**config.mk**
```make
export PLATFORM = sky130hd
export DESIGN_NAME = PathOramBackend
export DESIGN_NICKNAME = d
export VERILOG_FILES = /design/src/rtl/DramPkg.sv /design/src/rtl/OramPkg.sv /design/src/rtl/PathOramBackend.sv /design/src/rtl/PathStash.sv /design/src/rtl/PathController.sv /design/src/rtl/CipherLane.sv
export SDC_FILE = /design/constraint.sdc
export NUM_CORES = 2
export LEC_CHECK = 0
export BUFFER_PORTS_ARGS = -buffer_cell sky130_fd_sc_hd__buf_2
export CAP_MARGIN = 20
export CORE_AREA = 3 3 344 346
export DETAILED_ROUTE_END_ITERATION = 6
export DIE_AREA = 0 0 347 349
export PLACE_DENSITY = 0.66
export SYNTH_ARGS = -nofsm -noshare
export SYNTH_HDL_FRONTEND = slang
export SYNTH_SLANG_ARGS = --single-unit
```
**constraint.sdc**
```tcl
create_clock -name Clock -period 14.85 [get_ports Clock]
set_input_delay 0 -clock Clock [delete_from_list [all_inputs] [get_ports Clock]]
set_output_delay 0 -clock Clock [all_outputs]
set_load 0.01 [all_outputs]
```
**src/rtl/DramPkg.sv**
```systemverilog
//----------------------------------------
// DRAM word and address widths, DRAM
// commands and the cipher lane split
//----------------------------------------
package DramPkg;

	// One block per DRAM word
	localparam int DramWord = 64;

	// Bucket word address
	localparam int DramAddr = 16;

	// Slice handled by a single cipher lane
	localparam int LaneWidth = 16;
	localparam int NumLanes = DramWord / LaneWidth;

	// DRAM commands
	typedef enum logic {
		DramRead,
		DramWrite
	} DramCmd;

endpackage

```
**src/rtl/OramPkg.sv**
```systemverilog
//----------------------------------------
// Tree geometry widths, block word layout
// and the frontend and controller enums
//----------------------------------------
package OramPkg;

	// Frontend data and address widths
	localparam int BlockData = 32;
	localparam int BlockAddr = 8;

	// Widest leaf the word layout can carry
	localparam int MaxLeafWidth = 8;

	//----------------------------------------
	// Block word layout, LSB first
	//----------------------------------------
	// Valid bit marks a real block
	localparam int ValidPos = 0;
	localparam int AddrLsb = ValidPos + 1;
	localparam int LeafLsb = AddrLsb + BlockAddr;
	localparam int DataLsb = LeafLsb + MaxLeafWidth;
	localparam int BlockWordWidth = DataLsb + BlockData;

	// Frontend commands
	typedef enum logic {
		CmdRead,
		CmdWrite
	} OramCmd;

	// Path controller phases
	typedef enum logic [2:0] {
		PhInit,
		PhIdle,
		PhReadCmd,
		PhReadData,
		PhServe,
		PhEvictCmd,
		PhEvictData
	} PhaseState;

endpackage
```
**src/rtl/PathOramBackend.sv**
```systemverilog
//----------------------------------------
// Path ORAM backend top level
// Controller, cipher lanes and stash
//----------------------------------------
module PathOramBackend #(
	parameter int OramL = 3,
	parameter int OramZ = 2,
	parameter int StashSize = 16,
	parameter logic [31:0] CipherKey = 32'h5a3c_96e1
) (
	input  logic Clock,
	input  logic rstN,

	// Frontend
	input  OramPkg::OramCmd Command,
	input  logic [OramPkg::BlockAddr-1:0] PAddr,
	input  logic [OramPkg::MaxLeafWidth-1:0] CurrentLeaf,
	input  logic [OramPkg::MaxLeafWidth-1:0] RemappedLeaf,
	input  logic CommandValid,
	output logic CommandReady,
	output logic [OramPkg::BlockData-1:0] LoadData,
	output logic LoadValid,
	input  logic LoadReady,
	input  logic [OramPkg::BlockData-1:0] StoreData,
	input  logic StoreValid,
	output logic StoreReady,

	// DRAM
	output logic [DramPkg::DramAddr-1:0] DRAMCommandAddress,
	output DramPkg::DramCmd DRAMCommand,
	output logic DRAMCommandValid,
	input  logic DRAMCommandReady,
	input  logic [DramPkg::DramWord-1:0] DRAMReadData,
	input  logic DRAMReadDataValid,
	output logic DRAMReadDataReady,
	output logic [DramPkg::DramWord-1:0] DRAMWriteData,
	output logic DRAMWriteDataValid,
	input  logic DRAMWriteDataReady
);
	import OramPkg::*;
	import DramPkg::*;

	localparam int LevelW = $clog2(OramL + 2);

	//----------------------------------------
	// Internal wiring
	//----------------------------------------
	// Controller to lanes
	logic [DramWord-1:0] LaneData;
	logic [DramAddr-1:0] LaneAddr;
	logic LaneValid;
	logic LaneAdvance;

	// Lanes back out
	logic [NumLanes-1:0] LaneOutValid;
	logic [DramWord-1:0] CipherWord;

	// Controller and stash
	logic ReadWordValid;
	logic ServeStart;
	logic ServeDone;
	logic [DramWord-1:0] EvictWord;
	logic EvictValid;
	logic [LevelW-1:0] EvictLevel;
	logic EvictTake;
	OramCmd LatchedCmd;
	logic [BlockAddr-1:0] LatchedAddr;
	logic [MaxLeafWidth-1:0] LatchedLeaf;
	logic [MaxLeafWidth-1:0] LatchedRemap;

	// Encrypted eviction words go straight out
	assign DRAMWriteData = CipherWord;

	PathController #(
		.OramL(OramL),
		.OramZ(OramZ)
	) PathController_i (
		.Clock(Clock),
		.rstN(rstN),
		.Command(Command),
		.PAddr(PAddr),
		.CurrentLeaf(CurrentLeaf),
		.RemappedLeaf(RemappedLeaf),
		.CommandValid(CommandValid),
		.CommandReady(CommandReady),
		.DRAMCommandAddress(DRAMCommandAddress),
		.DRAMCommand(DRAMCommand),
		.DRAMCommandValid(DRAMCommandValid),
		.DRAMCommandReady(DRAMCommandReady),
		.DRAMReadData(DRAMReadData),
		.DRAMReadDataValid(DRAMReadDataValid),
		.DRAMReadDataReady(DRAMReadDataReady),
		.DRAMWriteDataValid(DRAMWriteDataValid),
		.DRAMWriteDataReady(DRAMWriteDataReady),
		.LaneData(LaneData),
		.LaneAddr(LaneAddr),
		.LaneValid(LaneValid),
		.LaneAdvance(LaneAdvance),
		.LaneOutValid(LaneOutValid),
		.ReadWordValid(ReadWordValid),
		.ServeStart(ServeStart),
		.ServeDone(ServeDone),
		.EvictWord(EvictWord),
		.EvictValid(EvictValid),
		.EvictLevel(EvictLevel),
		.EvictTake(EvictTake),
		.LatchedCmd(LatchedCmd),
		.LatchedAddr(LatchedAddr),
		.LatchedLeaf(LatchedLeaf),
		.LatchedRemap(LatchedRemap)
	);

	// One lane per 16-bit slice
	for (genvar g = 0; g < NumLanes; g++) begin : genLane
		CipherLane #(
			.CipherKey(CipherKey),
			.LaneIndex(g)
		) CipherLane_i (
			.Clock(Clock),
			.rstN(rstN),
			.LaneData(LaneData[g*LaneWidth +: LaneWidth]),
			.LaneAddr(LaneAddr),
			.LaneValid(LaneValid),
			.LaneAdvance(LaneAdvance),
			.LaneOut(CipherWord[g*LaneWidth +: LaneWidth]),
			.LaneOutValid(LaneOutValid[g])
		);
	end

	PathStash #(
		.OramL(OramL),
		.OramZ(OramZ),
		.StashSize(StashSize)
	) PathStash_i (
		.Clock(Clock),
		.rstN(rstN),
		.CipherWord(CipherWord),
		.ReadWordValid(ReadWordValid),
		.ServeStart(ServeStart),
		.LatchedCmd(LatchedCmd),
		.LatchedAddr(LatchedAddr),
		.LatchedLeaf(LatchedLeaf),
		.LatchedRemap(LatchedRemap),
		.StoreData(StoreData),
		.StoreValid(StoreValid),
		.LoadReady(LoadReady),
		.EvictLevel(EvictLevel),
		.EvictTake(EvictTake),
		.LoadData(LoadData),
		.LoadValid(LoadValid),
		.StoreReady(StoreReady),
		.ServeDone(ServeDone),
		.EvictWord(EvictWord),
		.EvictValid(EvictValid)
	);

endmodule

```
**src/rtl/PathStash.sv**
```systemverilog
//----------------------------------------
// Stash block store with load and store
// service and eviction selection per bucket
//----------------------------------------
module PathStash #(
	parameter int OramL = 3,
	parameter int OramZ = 2,
	parameter int StashSize = 16
) (
	input  logic Clock,
	input  logic rstN,
	input  logic [DramPkg::DramWord-1:0] CipherWord,
	input  logic ReadWordValid,
	input  logic ServeStart,
	input  OramPkg::OramCmd LatchedCmd,
	input  logic [OramPkg::BlockAddr-1:0] LatchedAddr,
	input  logic [OramPkg::MaxLeafWidth-1:0] LatchedLeaf,
	input  logic [OramPkg::MaxLeafWidth-1:0] LatchedRemap,
	input  logic [OramPkg::BlockData-1:0] StoreData,
	input  logic StoreValid,
	input  logic LoadReady,
	input  logic [$clog2(OramL + 2)-1:0] EvictLevel,
	input  logic EvictTake,
	output logic [OramPkg::BlockData-1:0] LoadData,
	output logic LoadValid,
	output logic StoreReady,
	output logic ServeDone,
	output logic [DramPkg::DramWord-1:0] EvictWord,
	output logic EvictValid
);
	import OramPkg::*;
	import DramPkg::*;

	localparam int IdxW = $clog2(StashSize);

	//----------------------------------------
	// Entry storage
	//----------------------------------------
	logic [StashSize-1:0] EntValid;
	logic [BlockAddr-1:0] EntAddr [StashSize];
	logic [MaxLeafWidth-1:0] EntLeaf [StashSize];
	logic [BlockData-1:0] EntData [StashSize];

	// Search results
	logic [IdxW-1:0] FreeIdx, HitIdx, EvIdx, ServeIdx, NewIdx;
	logic Hit, EvFit;
	logic [OramL-1:0] LeafDiff;

	// Lowest matching index wins
	always_comb begin
		FreeIdx = '0;
		HitIdx = '0;
		Hit = 1'b0;
		EvIdx = '0;
		EvFit = 1'b0;
		LeafDiff = '0;
		for (int i = StashSize - 1; i >= 0; i--) begin
			if (!EntValid[i])
				FreeIdx = IdxW'(i);
			if (EntValid[i] && EntAddr[i] == LatchedAddr) begin
				HitIdx = IdxW'(i);
				Hit = 1'b1;
			end
			// Same path prefix down to the offered level
			LeafDiff = (EntLeaf[i][OramL-1:0] ^ LatchedLeaf[OramL-1:0])
				>> (OramL - int'(EvictLevel));
			if (EntValid[i] && LeafDiff == '0) begin
				EvIdx = IdxW'(i);
				EvFit = 1'b1;
			end
		end
	end

	assign NewIdx = Hit ? HitIdx : FreeIdx;

	// Empty block when nothing fits
	assign EvictWord = EvFit
		? DramWord'({EntData[EvIdx], EntLeaf[EvIdx], EntAddr[EvIdx], 1'b1}) : '0;

	// No offers while a request is being served
	assign EvictValid = !LoadValid && !StoreReady;

	assign ServeDone = (LoadValid && LoadReady) || (StoreReady && StoreValid);

	//----------------------------------------
	// Control state
	//----------------------------------------
	always_ff @(posedge Clock) begin
		if (!rstN) begin
			EntValid <= '0;
			LoadValid <= 1'b0;
			StoreReady <= 1'b0;
		end else begin
			// Real blocks from the path read
			if (ReadWordValid && CipherWord[ValidPos])
				EntValid[FreeIdx] <= 1'b1;

			if (ServeStart) begin
				EntValid[NewIdx] <= 1'b1;
				if (LatchedCmd == CmdRead)
					LoadValid <= 1'b1;
				else
					StoreReady <= 1'b1;
			end

			if (LoadValid && LoadReady)
				LoadValid <= 1'b0;
			if (StoreReady && StoreValid)
				StoreReady <= 1'b0;

			if (EvictTake && EvFit)
				EntValid[EvIdx] <= 1'b0;
		end
	end

	//----------------------------------------
	// Payload
	//----------------------------------------
	always_ff @(posedge Clock) begin
		if (ReadWordValid && CipherWord[ValidPos]) begin
			EntAddr[FreeIdx] <= CipherWord[AddrLsb +: BlockAddr];
			EntLeaf[FreeIdx] <= CipherWord[LeafLsb +: MaxLeafWidth];
			EntData[FreeIdx] <= CipherWord[DataLsb +: BlockData];
		end

		if (ServeStart) begin
			ServeIdx <= NewIdx;
			EntAddr[NewIdx] <= LatchedAddr;
			// Block moves to its remapped leaf
			EntLeaf[NewIdx] <= LatchedRemap;
			// Absent block reads as zero
			if (!Hit)
				EntData[NewIdx] <= '0;
			LoadData <= Hit ? EntData[HitIdx] : '0;
		end

		if (StoreReady && StoreValid)
			EntData[ServeIdx] <= StoreData;
	end

endmodule

```
**src/rtl/PathController.sv**
```systemverilog
//----------------------------------------
// Path controller: init pass, path
// addresses, phase FSM, lane steering
//----------------------------------------
module PathController #(
	parameter int OramL = 3,
	parameter int OramZ = 2
) (
	input  logic Clock,
	input  logic rstN,
	input  OramPkg::OramCmd Command,
	input  logic [OramPkg::BlockAddr-1:0] PAddr,
	input  logic [OramPkg::MaxLeafWidth-1:0] CurrentLeaf,
	input  logic [OramPkg::MaxLeafWidth-1:0] RemappedLeaf,
	input  logic CommandValid,
	output logic CommandReady,
	output logic [DramPkg::DramAddr-1:0] DRAMCommandAddress,
	output DramPkg::DramCmd DRAMCommand,
	output logic DRAMCommandValid,
	input  logic DRAMCommandReady,
	input  logic [DramPkg::DramWord-1:0] DRAMReadData,
	input  logic DRAMReadDataValid,
	output logic DRAMReadDataReady,
	output logic DRAMWriteDataValid,
	input  logic DRAMWriteDataReady,
	output logic [DramPkg::DramWord-1:0] LaneData,
	output logic [DramPkg::DramAddr-1:0] LaneAddr,
	output logic LaneValid,
	output logic LaneAdvance,
	input  logic [DramPkg::NumLanes-1:0] LaneOutValid,
	output logic ReadWordValid,
	output logic ServeStart,
	input  logic ServeDone,
	input  logic [DramPkg::DramWord-1:0] EvictWord,
	input  logic EvictValid,
	output logic [$clog2(OramL + 2)-1:0] EvictLevel,
	output logic EvictTake,
	output OramPkg::OramCmd LatchedCmd,
	output logic [OramPkg::BlockAddr-1:0] LatchedAddr,
	output logic [OramPkg::MaxLeafWidth-1:0] LatchedLeaf,
	output logic [OramPkg::MaxLeafWidth-1:0] LatchedRemap
);
	import OramPkg::*;
	import DramPkg::*;

	localparam int LevelW = $clog2(OramL + 2);
	localparam int SlotW = $clog2(OramZ + 1);
	localparam int PathWords = (OramL + 1) * OramZ;
	localparam int TreeWords = ((2 << OramL) - 1) * OramZ;

	PhaseState State;

	// Read issue and return positions along the path
	logic [LevelW-1:0] IssLevel, RetLevel, EvLevel;
	logic [SlotW-1:0] IssSlot, RetSlot, EvSlot;
	logic [DramAddr-1:0] FeedCnt, EvCnt, OutAddr;

	// Write-side handshake bookkeeping
	logic CmdSent, DataSent;
	logic LaneOutAll, WritePhase, WordDone, Feed;

	// Heap index of the path bucket, times Z, plus slot
	function automatic logic [DramAddr-1:0] wordAddr(input logic [LevelW-1:0] Lvl,
			input logic [SlotW-1:0] Slot, input logic [MaxLeafWidth-1:0] Leaf);
		logic [DramAddr-1:0] Idx;
		Idx = ((DramAddr'(1) << Lvl) - DramAddr'(1))
			+ (DramAddr'(Leaf[OramL-1:0]) >> (OramL - int'(Lvl)));
		return Idx * DramAddr'(OramZ) + DramAddr'(Slot);
	endfunction

	assign LaneOutAll = &LaneOutValid;
	assign WritePhase = State inside {PhInit, PhEvictCmd, PhEvictData};

	// Lane word leaves once command and data are both taken
	assign WordDone = WritePhase & LaneOutAll & (CmdSent | DRAMCommandReady)
		& (DataSent | DRAMWriteDataReady);

	// Write stall holds the lanes, reads never stall
	assign LaneAdvance = WritePhase ? (!LaneOutAll | WordDone) : 1'b1;
	assign Feed = LaneValid & LaneAdvance;

	//----------------------------------------
	// Lane input steering
	//----------------------------------------
	always_comb begin
		case (State)
			PhInit: begin
				// Zero word encrypts to an empty block
				LaneData = '0;
				LaneAddr = FeedCnt;
				LaneValid = FeedCnt != DramAddr'(TreeWords);
			end
			PhReadCmd, PhReadData: begin
				LaneData = DRAMReadData;
				LaneAddr = wordAddr(RetLevel, RetSlot, LatchedLeaf);
				LaneValid = DRAMReadDataValid;
			end
			PhEvictCmd: begin
				LaneData = EvictWord;
				LaneAddr = wordAddr(EvLevel, EvSlot, LatchedLeaf);
				LaneValid = EvictValid;
			end
			default: begin
				LaneData = '0;
				LaneAddr = OutAddr;
				LaneValid = 1'b0;
			end
		endcase
	end

	// DRAM side
	assign CommandReady = State == PhIdle;
	assign DRAMReadDataReady = State inside {PhReadCmd, PhReadData};
	assign DRAMCommandValid = (State == PhReadCmd) | (WritePhase & LaneOutAll & !CmdSent);
	assign DRAMCommand = (State == PhReadCmd) ? DramRead : DramWrite;
	assign DRAMCommandAddress = (State == PhReadCmd)
		? wordAddr(IssLevel, IssSlot, LatchedLeaf) : OutAddr;
	assign DRAMWriteDataValid = WritePhase & LaneOutAll & !DataSent;

	// Stash side
	assign ReadWordValid = LaneOutAll & DRAMReadDataReady;
	assign EvictLevel = EvLevel;
	assign EvictTake = (State == PhEvictCmd) & Feed;

	//----------------------------------------
	// Phase FSM and path counters
	//----------------------------------------
	always_ff @(posedge Clock) begin
		if (!rstN) begin
			State <= PhInit;
			FeedCnt <= '0;
			EvCnt <= '0;
			IssLevel <= '0;
			IssSlot <= '0;
			RetLevel <= '0;
			RetSlot <= '0;
			EvLevel <= '0;
			EvSlot <= '0;
			CmdSent <= 1'b0;
			DataSent <= 1'b0;
			ServeStart <= 1'b0;
		end else begin
			ServeStart <= 1'b0;

			// Flags belong to the word at the lane output
			if (LaneAdvance) begin
				CmdSent <= 1'b0;
				DataSent <= 1'b0;
			end else begin
				if (DRAMCommandValid && DRAMCommandReady)
					CmdSent <= 1'b1;
				if (DRAMWriteDataValid && DRAMWriteDataReady)
					DataSent <= 1'b1;
			end

			// Returned words walk root to leaf
			if (DRAMReadDataValid && DRAMReadDataReady) begin
				if (RetSlot == SlotW'(OramZ - 1)) begin
					RetSlot <= '0;
					RetLevel <= RetLevel + 1'b1;
				end else begin
					RetSlot <= RetSlot + 1'b1;
				end
			end

			case (State)
				PhInit: begin
					if (Feed)
						FeedCnt <= FeedCnt + 1'b1;
					if (FeedCnt == DramAddr'(TreeWords) && !LaneOutAll)
						State <= PhIdle;
				end
				PhIdle: begin
					if (CommandValid) begin
						State <= PhReadCmd;
						IssLevel <= '0;
						IssSlot <= '0;
						RetLevel <= '0;
						RetSlot <= '0;
					end
				end
				PhReadCmd: begin
					// Reads may run ahead of returned data
					if (DRAMCommandReady) begin
						if (IssSlot == SlotW'(OramZ - 1)) begin
							IssSlot <= '0;
							IssLevel <= IssLevel + 1'b1;
							if (IssLevel == LevelW'(OramL))
								State <= PhReadData;
						end else begin
							IssSlot <= IssSlot + 1'b1;
						end
					end
				end
				PhReadData: begin
					// Whole path back and lanes drained
					if (RetLevel == LevelW'(OramL + 1) && !LaneOutAll) begin
						State <= PhServe;
						ServeStart <= 1'b1;
					end
				end
				PhServe: begin
					if (ServeDone) begin
						State <= PhEvictCmd;
						EvLevel <= LevelW'(OramL);
						EvSlot <= '0;
						EvCnt <= '0;
					end
				end
				PhEvictCmd: begin
					// Deepest bucket first
					if (Feed) begin
						EvCnt <= EvCnt + 1'b1;
						if (EvSlot == SlotW'(OramZ - 1)) begin
							EvSlot <= '0;
							EvLevel <= EvLevel - 1'b1;
						end else begin
							EvSlot <= EvSlot + 1'b1;
						end
						if (EvCnt == DramAddr'(PathWords - 1))
							State <= PhEvictData;
					end
				end
				PhEvictData: begin
					if (!LaneOutAll)
						State <= PhIdle;
				end
				default: State <= PhIdle;
			endcase
		end
	end

	// Address of the word now in the lanes
	always_ff @(posedge Clock) begin
		if (Feed)
			OutAddr <= LaneAddr;
	end

	// Command fields
	always_ff @(posedge Clock) begin
		if (CommandValid && CommandReady) begin
			LatchedCmd <= Command;
			LatchedAddr <= PAddr;
			LatchedLeaf <= CurrentLeaf;
			LatchedRemap <= RemappedLeaf;
		end
	end

endmodule

```
**src/rtl/CipherLane.sv**
```systemverilog
//----------------------------------------
// One slice of the counter-mode cipher
//----------------------------------------
module CipherLane #(
	parameter logic [31:0] CipherKey = 32'h0,
	parameter int LaneIndex = 0
) (
	input  logic Clock,
	input  logic rstN,
	input  logic [DramPkg::LaneWidth-1:0] LaneData,
	input  logic [DramPkg::DramAddr-1:0] LaneAddr,
	input  logic LaneValid,
	input  logic LaneAdvance,
	output logic [DramPkg::LaneWidth-1:0] LaneOut,
	output logic LaneOutValid
);
	import DramPkg::*;

	logic [31:0] Seed;
	logic [31:0] Mix;
	logic [LaneWidth-1:0] Pad;

	// Address and key, lane index in the upper half
	assign Seed = (32'(LaneAddr) ^ CipherKey) ^ (32'(LaneIndex) << 16);

	// One xorshift round
	always_comb begin
		Mix = Seed;
		Mix = Mix ^ (Mix << 13);
		Mix = Mix ^ (Mix >> 17);
		Mix = Mix ^ (Mix << 5);
	end

	assign Pad = Mix[LaneWidth-1:0];

	// Output held while stalled
	always_ff @(posedge Clock) begin
		if (!rstN) begin
			LaneOutValid <= 1'b0;
		end else if (LaneAdvance) begin
			LaneOutValid <= LaneValid;
		end
	end

	// Same XOR encrypts and decrypts
	always_ff @(posedge Clock) begin
		if (LaneAdvance) begin
			LaneOut <= LaneData ^ Pad;
		end
	end

endmodule

```
Yosys cells after proc, flatten, opt, wreduce, memory -nomap -nowiden
Memory sizes are Yosys's and may differ from the RTL's. A register that Yosys moved wholly into a read port is not among the register bits. Index checks and enable logic that the tools add are counted. W data, S select, Z words.

Add/subtract/negate cells: 20. $lt $le $gt $ge: 6. Eq/ne operators: 41. Shifts and indexed selects: 22. Muxes and demuxes: 147. Bitwise gates (word level): 51. Reductions and logical operators: 87.

Operator list (count): $shr A3 B32 Y3 (16); $mux W4 (49); $eq A8 B8 Y1 (16); $mux W16 (8); $pmux W64 S2 (1); $xor A16 B16 Y16 (8); $xor A31 B32 Y32 (4); $shr A3 B32 Y15 (3); $xor A16 B15 Y16 (4); $mux W3 (20); $logic_not A3 Y1 (17); $mux W49 (1); $add A16 B2 Y16 (3); $pmux W16 S3 (1); $xor A3 B3 Y3 (16); $mux W1 (47); $logic_and A1 B1 Y1 (46); $add A15 B15 Y15 (3); $shl A1 B3 Y15 const A (3); $sub A15 B1 Y15 const B (3); $add A16 B1 Y16 const B (2); $or A16 B16 Y16 (2); $pmux W16 S2 (1); $pmux W3 S7 (1); other kinds (35) (99).

Register bits after elaboration: 176. Bits in writable memories: 768. Input bits: 129. Output and inout port bits: 119. Word-level logic and storage cells: 403. Memories: 3.

Memories: PathStash_i.EntData (words 16, bits a word 32, rd ports 2, clocked after Yosys merged registers in 1, wr ports 3, line PathStash.sv:42) `logic [BlockData-1:0] EntData [StashSize];`; PathStash_i.EntAddr (words 16, bits a word 8, rd ports 17, clocked after Yosys merged registers in 0, wr ports 2, line PathStash.sv:40) `logic [BlockAddr-1:0] EntAddr [StashSize];`; PathStash_i.EntLeaf (words 16, bits a word 8, rd ports 17, clocked after Yosys merged registers in 0, wr ports 2, line PathStash.sv:41) `logic [MaxLeafWidth-1:0] EntLeaf [StashSize];`.

Longest topological paths before layout
An unclocked memory read counts as a cell.

Depth in word-level cells: 29. Depth in mapped cells: 20. Mapped depth without buffers: 19.

By module
A second synthesis with hierarchy kept.

Cells, all modules: 5552. Area total of the unflattened synthesis: 59866.2 um^2.

Modules (own cells, without submodules): PathStash (instances 1, cells an instance 4485, area an instance 48651.7 um^2, seq. area each 24503.5 um^2); PathController (instances 1, cells an instance 854, area an instance 7360.8 um^2, seq. area each 2292.2 um^2); CipherLane at genLane[1].CipherLane_i (instances 1, cells an instance 55, area an instance 977.2 um^2, seq. area each 500.5 um^2); CipherLane at genLane[3].CipherLane_i (instances 1, cells an instance 55, area an instance 972.2 um^2, seq. area each 500.5 um^2); CipherLane at genLane[2].CipherLane_i (instances 1, cells an instance 52, area an instance 960.9 um^2, seq. area each 500.5 um^2); CipherLane at genLane[0].CipherLane_i (instances 1, cells an instance 51, area an instance 943.4 um^2, seq. area each 500.5 um^2).

Worst setup path after synthesis
Ideal clock, no wire load.

Path type: register to register. Start point: reg PathController_i.State[1]. End point: reg PathController_i.FeedCnt[7]. Library setup time: 128 ps. Arrival time: 4802 ps. Required time: 14722 ps. Setup slack: 9920 ps. Stages on the path, launching flop included: 14. Path buffers: 3. Clock period less this slack: 4930 ps. Path through: dfxtp_1 > clkbuf_1 > xor2_1 > o21ai_0 > nand3_1 > o21ai_1 > inv_1 > and2_1 > clkbuf_1 > and4_1 > nand2b_1 > clkbuf_1 > xor2_1 > nor2_1.

Longest elaborated chain between the ends: 9. Elaborated cells on any way between the ends: 15. Classes of those cells: eq/ne: 4; mux: 2; bitwise: 5; reduce/logical: 4.

RTL lines: start: declaration (line PathController.sv:51) `PhaseState State;`; start signal: assignment (line PathController.sv:130) `State <= PhInit;`; start signal: assignment (line PathController.sv:171) `State <= PhIdle;`; start signal: assignment (line PathController.sv:175) `State <= PhReadCmd;`; $eq A3 B3 Y1 (tied with other cells) (line PathController.sv:72, PathController.sv:86); $reduce_bool A3 Y1 (line PathController.sv:72) `assign WritePhase = State inside {PhInit, PhEvictCmd, PhEvictData};`; $and A1 B1 Y1 (2 in series) (line PathController.sv:75) `assign WordDone = WritePhase & LaneOutAll & (CmdSent | DRAMCommandReady)`; $and A1 B1 Y1 (line PathController.sv:76) `& (DataSent | DRAMWriteDataReady);`; $or A1 B1 Y1 (line PathController.sv:79) `assign LaneAdvance = WritePhase ? (!LaneOutAll | WordDone) : 1'b1;`; $mux W1 (line PathController.sv:79); $and A1 B1 Y1 (*) (line PathController.sv:80) `assign Feed = LaneValid & LaneAdvance;`; via PathController_i.Feed (line PathController.sv:60) `logic LaneOutAll, WritePhase, WordDone, Feed;`; $reduce_and A2 Y1 (no source line) (*); end signal: assignment (line PathController.sv:169) `FeedCnt <= FeedCnt + 1'b1;`; end: declaration (line PathController.sv:56) `logic [DramAddr-1:0] FeedCnt, EvCnt, OutAddr;`.

The timed path passes the listed nets; every way through them passes the cells marked *. A chain may end at the register's enable or synchronous reset.

Worst setup path in the final report
Start point: reg PathController_i.EvLevel[0], in the netlist PathController_i.EvictLevel[0]. End point: reg genLane[2].CipherLane_i.LaneOut[7] (netlist bit), data pin.

Longest elaborated chain between the ends: 24. Elaborated cells on any way between the ends: 95. Classes of those cells: add/sub: 4; shift: 18; mux: 35; bitwise: 5; reduce/logical: 32; memory: 1.

RTL lines: start: declaration (line PathController.sv:54) `logic [LevelW-1:0] IssLevel, RetLevel, EvLevel;`; start signal: assignment (line PathController.sv:205) `EvLevel <= LevelW'(OramL);`; start signal: assignment (line PathController.sv:216) `EvLevel <= EvLevel - 1'b1;`; $sub A2 B3 Y4 (line PathStash.sv:66, PathController.sv:67); $shr A3 B32 Y3 (line PathStash.sv:65) `LeafDiff = (EntLeaf[i][OramL-1:0] ^ LatchedLeaf[OramL-1:0])`; $logic_not A3 Y1 (line PathStash.sv:67) `if (EntValid[i] && LeafDiff == '0) begin`; $logic_and A1 B1 Y1 (line PathStash.sv:67); $mux W4 (16 in series) (line PathStash.sv:67); $mem_v2 Z16 W32; $mux W49 (line PathStash.sv:78) `? DramWord'({EntData[EvIdx], EntLeaf[EvIdx], EntAddr[EvIdx], 1'b1}) : '0;`; $pmux W64 S2 (line PathController.sv:86) `case (State)`; $xor A16 B16 Y16 (*) (line CipherLane.sv:48) `LaneOut <= LaneData ^ Pad;`; end signal: assignment (line CipherLane.sv:48); end: declaration (line CipherLane.sv:14) `output logic [DramPkg::LaneWidth-1:0] LaneOut,`.

Every way passes the cells marked *; elsewhere a longest branch is shown, timed or not.

==> impl_metrics.toml <==
[route]
vias_per_cell = 6.90
first_pass_iters = 7
routedWlPerCell_um = 32.8
drt-total-wl_um = 229000
drtAntennaViolNets = 0
dr_total_vias = 48300
first_iter_violations = 6666
drc = 0

[logic_synthesis]
synth_seq_area_share = 0.497
syn_area_um2 = 57600
synth-seq-cells = 976
ys_warn_count = 0
synth_cell_type_count = 104
syn_inst = 5276
synth_flop_cell = "edfxtp_1"
syn_avg_cell_area_um2 = 10.9
syn_nets = 5469
synth_edf_count = 904
async_flop_share = 0

[worst_setup_path]
crit_required_ns = 15.29
cp-end-kind = "flip-flop"
worstPathArrival_ns = 7.06
path_common_cell = "ha_1"
slowest_delay_ns = 1.03
cp_max_fo = 24
cp_cell_sequence = "inv_1 -> ha_1 -> ha_1 -> inv_1 -> ha_1 -> inv_1 -> ha_1 -> fa_1 -> xor2_1 -> and4_1 -> nand2_1 -> a32oi_1 -> xnor2_1 -> a211oi_1 -> a311oi_1 -> a21oi_1 -> xnor2_2 -> buf_4 -> xor2_1 -> buf_4 -> xnor2_1"
crit_type = "flip-flop to flip-flop"
cp_slowest_cell = "dfxtp_1"
crit_path_start_kind = "flip-flop"

[run]
maxCapViolations = 0

[global_route]
antenna_found_initial = 12
grt_pass1_wl_um = 324000
grt_pass1_vias = 46400
grt_use_total = 0.367
overflow = 0
grt_start_max_net_pins = 154

[die]
ioPinCount = 248
die_h_um = 349
die_area_um2 = 121000
start_util = 0.497
std_cell_rows = 125
die_w_um = 347
core_um2 = 116000

[timing]
max-slew-margin-rel = 0.132
drv_slew = 0
rsz0062_at_grt = "no"
fmax_mhz = 151
fin_tns_setup_ns = 0
timing.final.crit_period_ns = 6.62
final_hold_viol_count = 0
min_period_over_period = 0.446
fin_skew_ns = 0.0281
tightest_slew_ns = 1.30
setup_viol_count_final = 0

[clock_tree]
cts-htree-levels = 3
cts.path.max_buffers = 3
clk-insertion-delay-late_ns = 0.71
root_buffer = "clkbuf_16"
cts.clk_slew.worst_paths_ns = 0.07
cts_tree = "yes"
post-cts-setup-buffer-count = 0
numCtsBuffers = 105
clock-sinks = 976

[power]
intPower_mw = 4.85
ir_drop_mv = 0.0927
switchingPower_mw = 1.44
p_comb_frac = 0.068
power_density_nw_per_um2 = 97.0
power_mw = 6.29
p_leak_nw = 23.4
clkPwrFrac = 0.429
p_seq_frac = 0.503
p_sw_frac = 0.229

[min_path]
hp-class = "input pin to flip-flop"

[final_layout]
nNetsFinal = 5573
drive_gt1_frac = 0.175
final_common_cell = "edfxtp_1"
area_growth_pct = 12.6
layout_common_cells = "edfxtp_1 (904), nand2_1 (821), a22o_1 (520)"

[place]
dpl.hpwl_um = 129000
place_congestion = 0.955
numPortBuffers = 242

[status]
outcome = "finished clean"
## cells by family (layout without fill, tap and decap cells)
| family | after synthesis | in the layout | synth area share |
|---|---|---|---|
| simple gates | 1575 | 1575 | 0.125 |
| compound gates | 1137 | 1137 | 0.155 |
| flops | 976 | 976 | 0.497 |
| buf+inv | 604 | 794 | 0.0478 |
| mux | 590 | 590 | 0.109 |
| xor+xnor | 330 | 330 | 0.0523 |
| fa+ha+maj | 64 | 64 | 0.0143 |
| other cells | 0 | 7 | 0 |
## flip-flops by register name, summed over array words and instances (netlist names), 4 cells and up
register and flops:
PathStash_i.EntData 512, PathStash_i.EntAddr 128, PathStash_i.EntLeaf 128, genLane.CipherLane_i.LaneOut 64, PathStash_i.LoadData 32, PathController_i.EvCnt 16
PathController_i.FeedCnt 16, PathController_i.OutAddr 16, PathStash_i.EntValid 16, PathController_i.LatchedAddr 8, PathController_i.LatchedRemap 8, PathStash_i.ServeIdx 4
## cells in the mapped netlist (33+ instances only)
cell type,instances,share of area
inv_1,70,0.0046
a21oi_1,80,0.0070
nor3_1,44,0.0038
buf_4,42,0.0055
o22ai_1,133,0.014
nor2_1,151,0.0098
nand3_1,288,0.025
mux2_2,246,0.048
xor2_1,111,0.017
a32oi_1,63,0.0096
xnor2_1,209,0.032
buf_1,78,0.0051
nand2_1,842,0.055
a31oi_1,65,0.0071
mux2i_1,326,0.057
edfxtp_1,904,0.47
or4_1,33,0.0043
ha_1,61,0.013
clkbuf_1,259,0.017
dfxtp_1,72,0.025
o21ai_0,69,0.0060
nand4_1,46,0.0050
buf_2,131,0.011
a22o_1,520,0.079
## path summary, 6_finish.rpt
kind,start,to,slack (ns),cells after the start
hold / removal,PAddr[2],PathController_i.LatchedAddr[2],0.03,2
setup reg to reg,PathController_i.EvictLevel[0],genLane[2].CipherLane_i.LaneOut[7],8.23,21
hold reg to reg,PathController_i.RetSlot[1],PathController_i.RetSlot[1],0.49,2
setup / recovery,PathController_i.EvictLevel[0],genLane[2].CipherLane_i.LaneOut[7],8.23,21
## power groups by stage
stage	combinational, mW	clock (mW)	sequential [mW]
floorplan	0.306	0	3.16
global placement	0.376	0	3.22
detailed placement	0.388	0	3.22
CTS	0.420	2.69	3.16
global route	0.460	2.80	3.17
finish	0.428	2.70	3.16
## final cells by class
type                            instances  area [um^2]
Clock buffer                          128         2890
Inverter                               72          273
Multi-Input combinational cell       3696        26700
Tap cell                             1524         1910
Antenna cell                            7         17.5
Timing Repair Buffer                  529         3840
Fill cell                            9785        50900
Clock inverter                         65          552
Sequential cell                       976        28600
## worst max-delay path: cells and delay by family (launching register included)
kind                       cells  cell delay, ns
AOI/OAI and AO/OA              4            0.99
xor gates and xnor gates       5            1.34
adders and majority gates      5            1.48
buffers and inverters          5            1.06
DFF                            1            1.03
and+or+nand+nor                2            0.42
## stage by stage
step,cells,hold slack (ns),cell area [um^2],setup slack [ns],util
final,6997,0.0264,64800,8.23,0.560
after global routing,6990,0.0339,64800,7.77,0.560
after CTS,6987,0.00145,64700,8.31,0.559
after detailed placement,6655,0.179,59900,8.38,0.518
after global placement,6650,0.176,59800,7.92,0.517
after floorplan,5276,0.0989,57600,9.92,-
## metal layers
metal	wire (um)	vias to the layer above	global-route usage
li1	-	20000	-
met1	81900	23500	0.462
met2	98000	3850	0.544
met3	33600	941	0.130
met4	15700	12	0.218
met5	110	-	0.0104
## what timing repair did
action / 4_1_cts / 5_1_grt
hold buffers: 139 / 0
hold endpoints to repair: 632 / 0
gates resized for setup: 0 / 0
No activity file was read; power rests on OpenSTA's default activity.
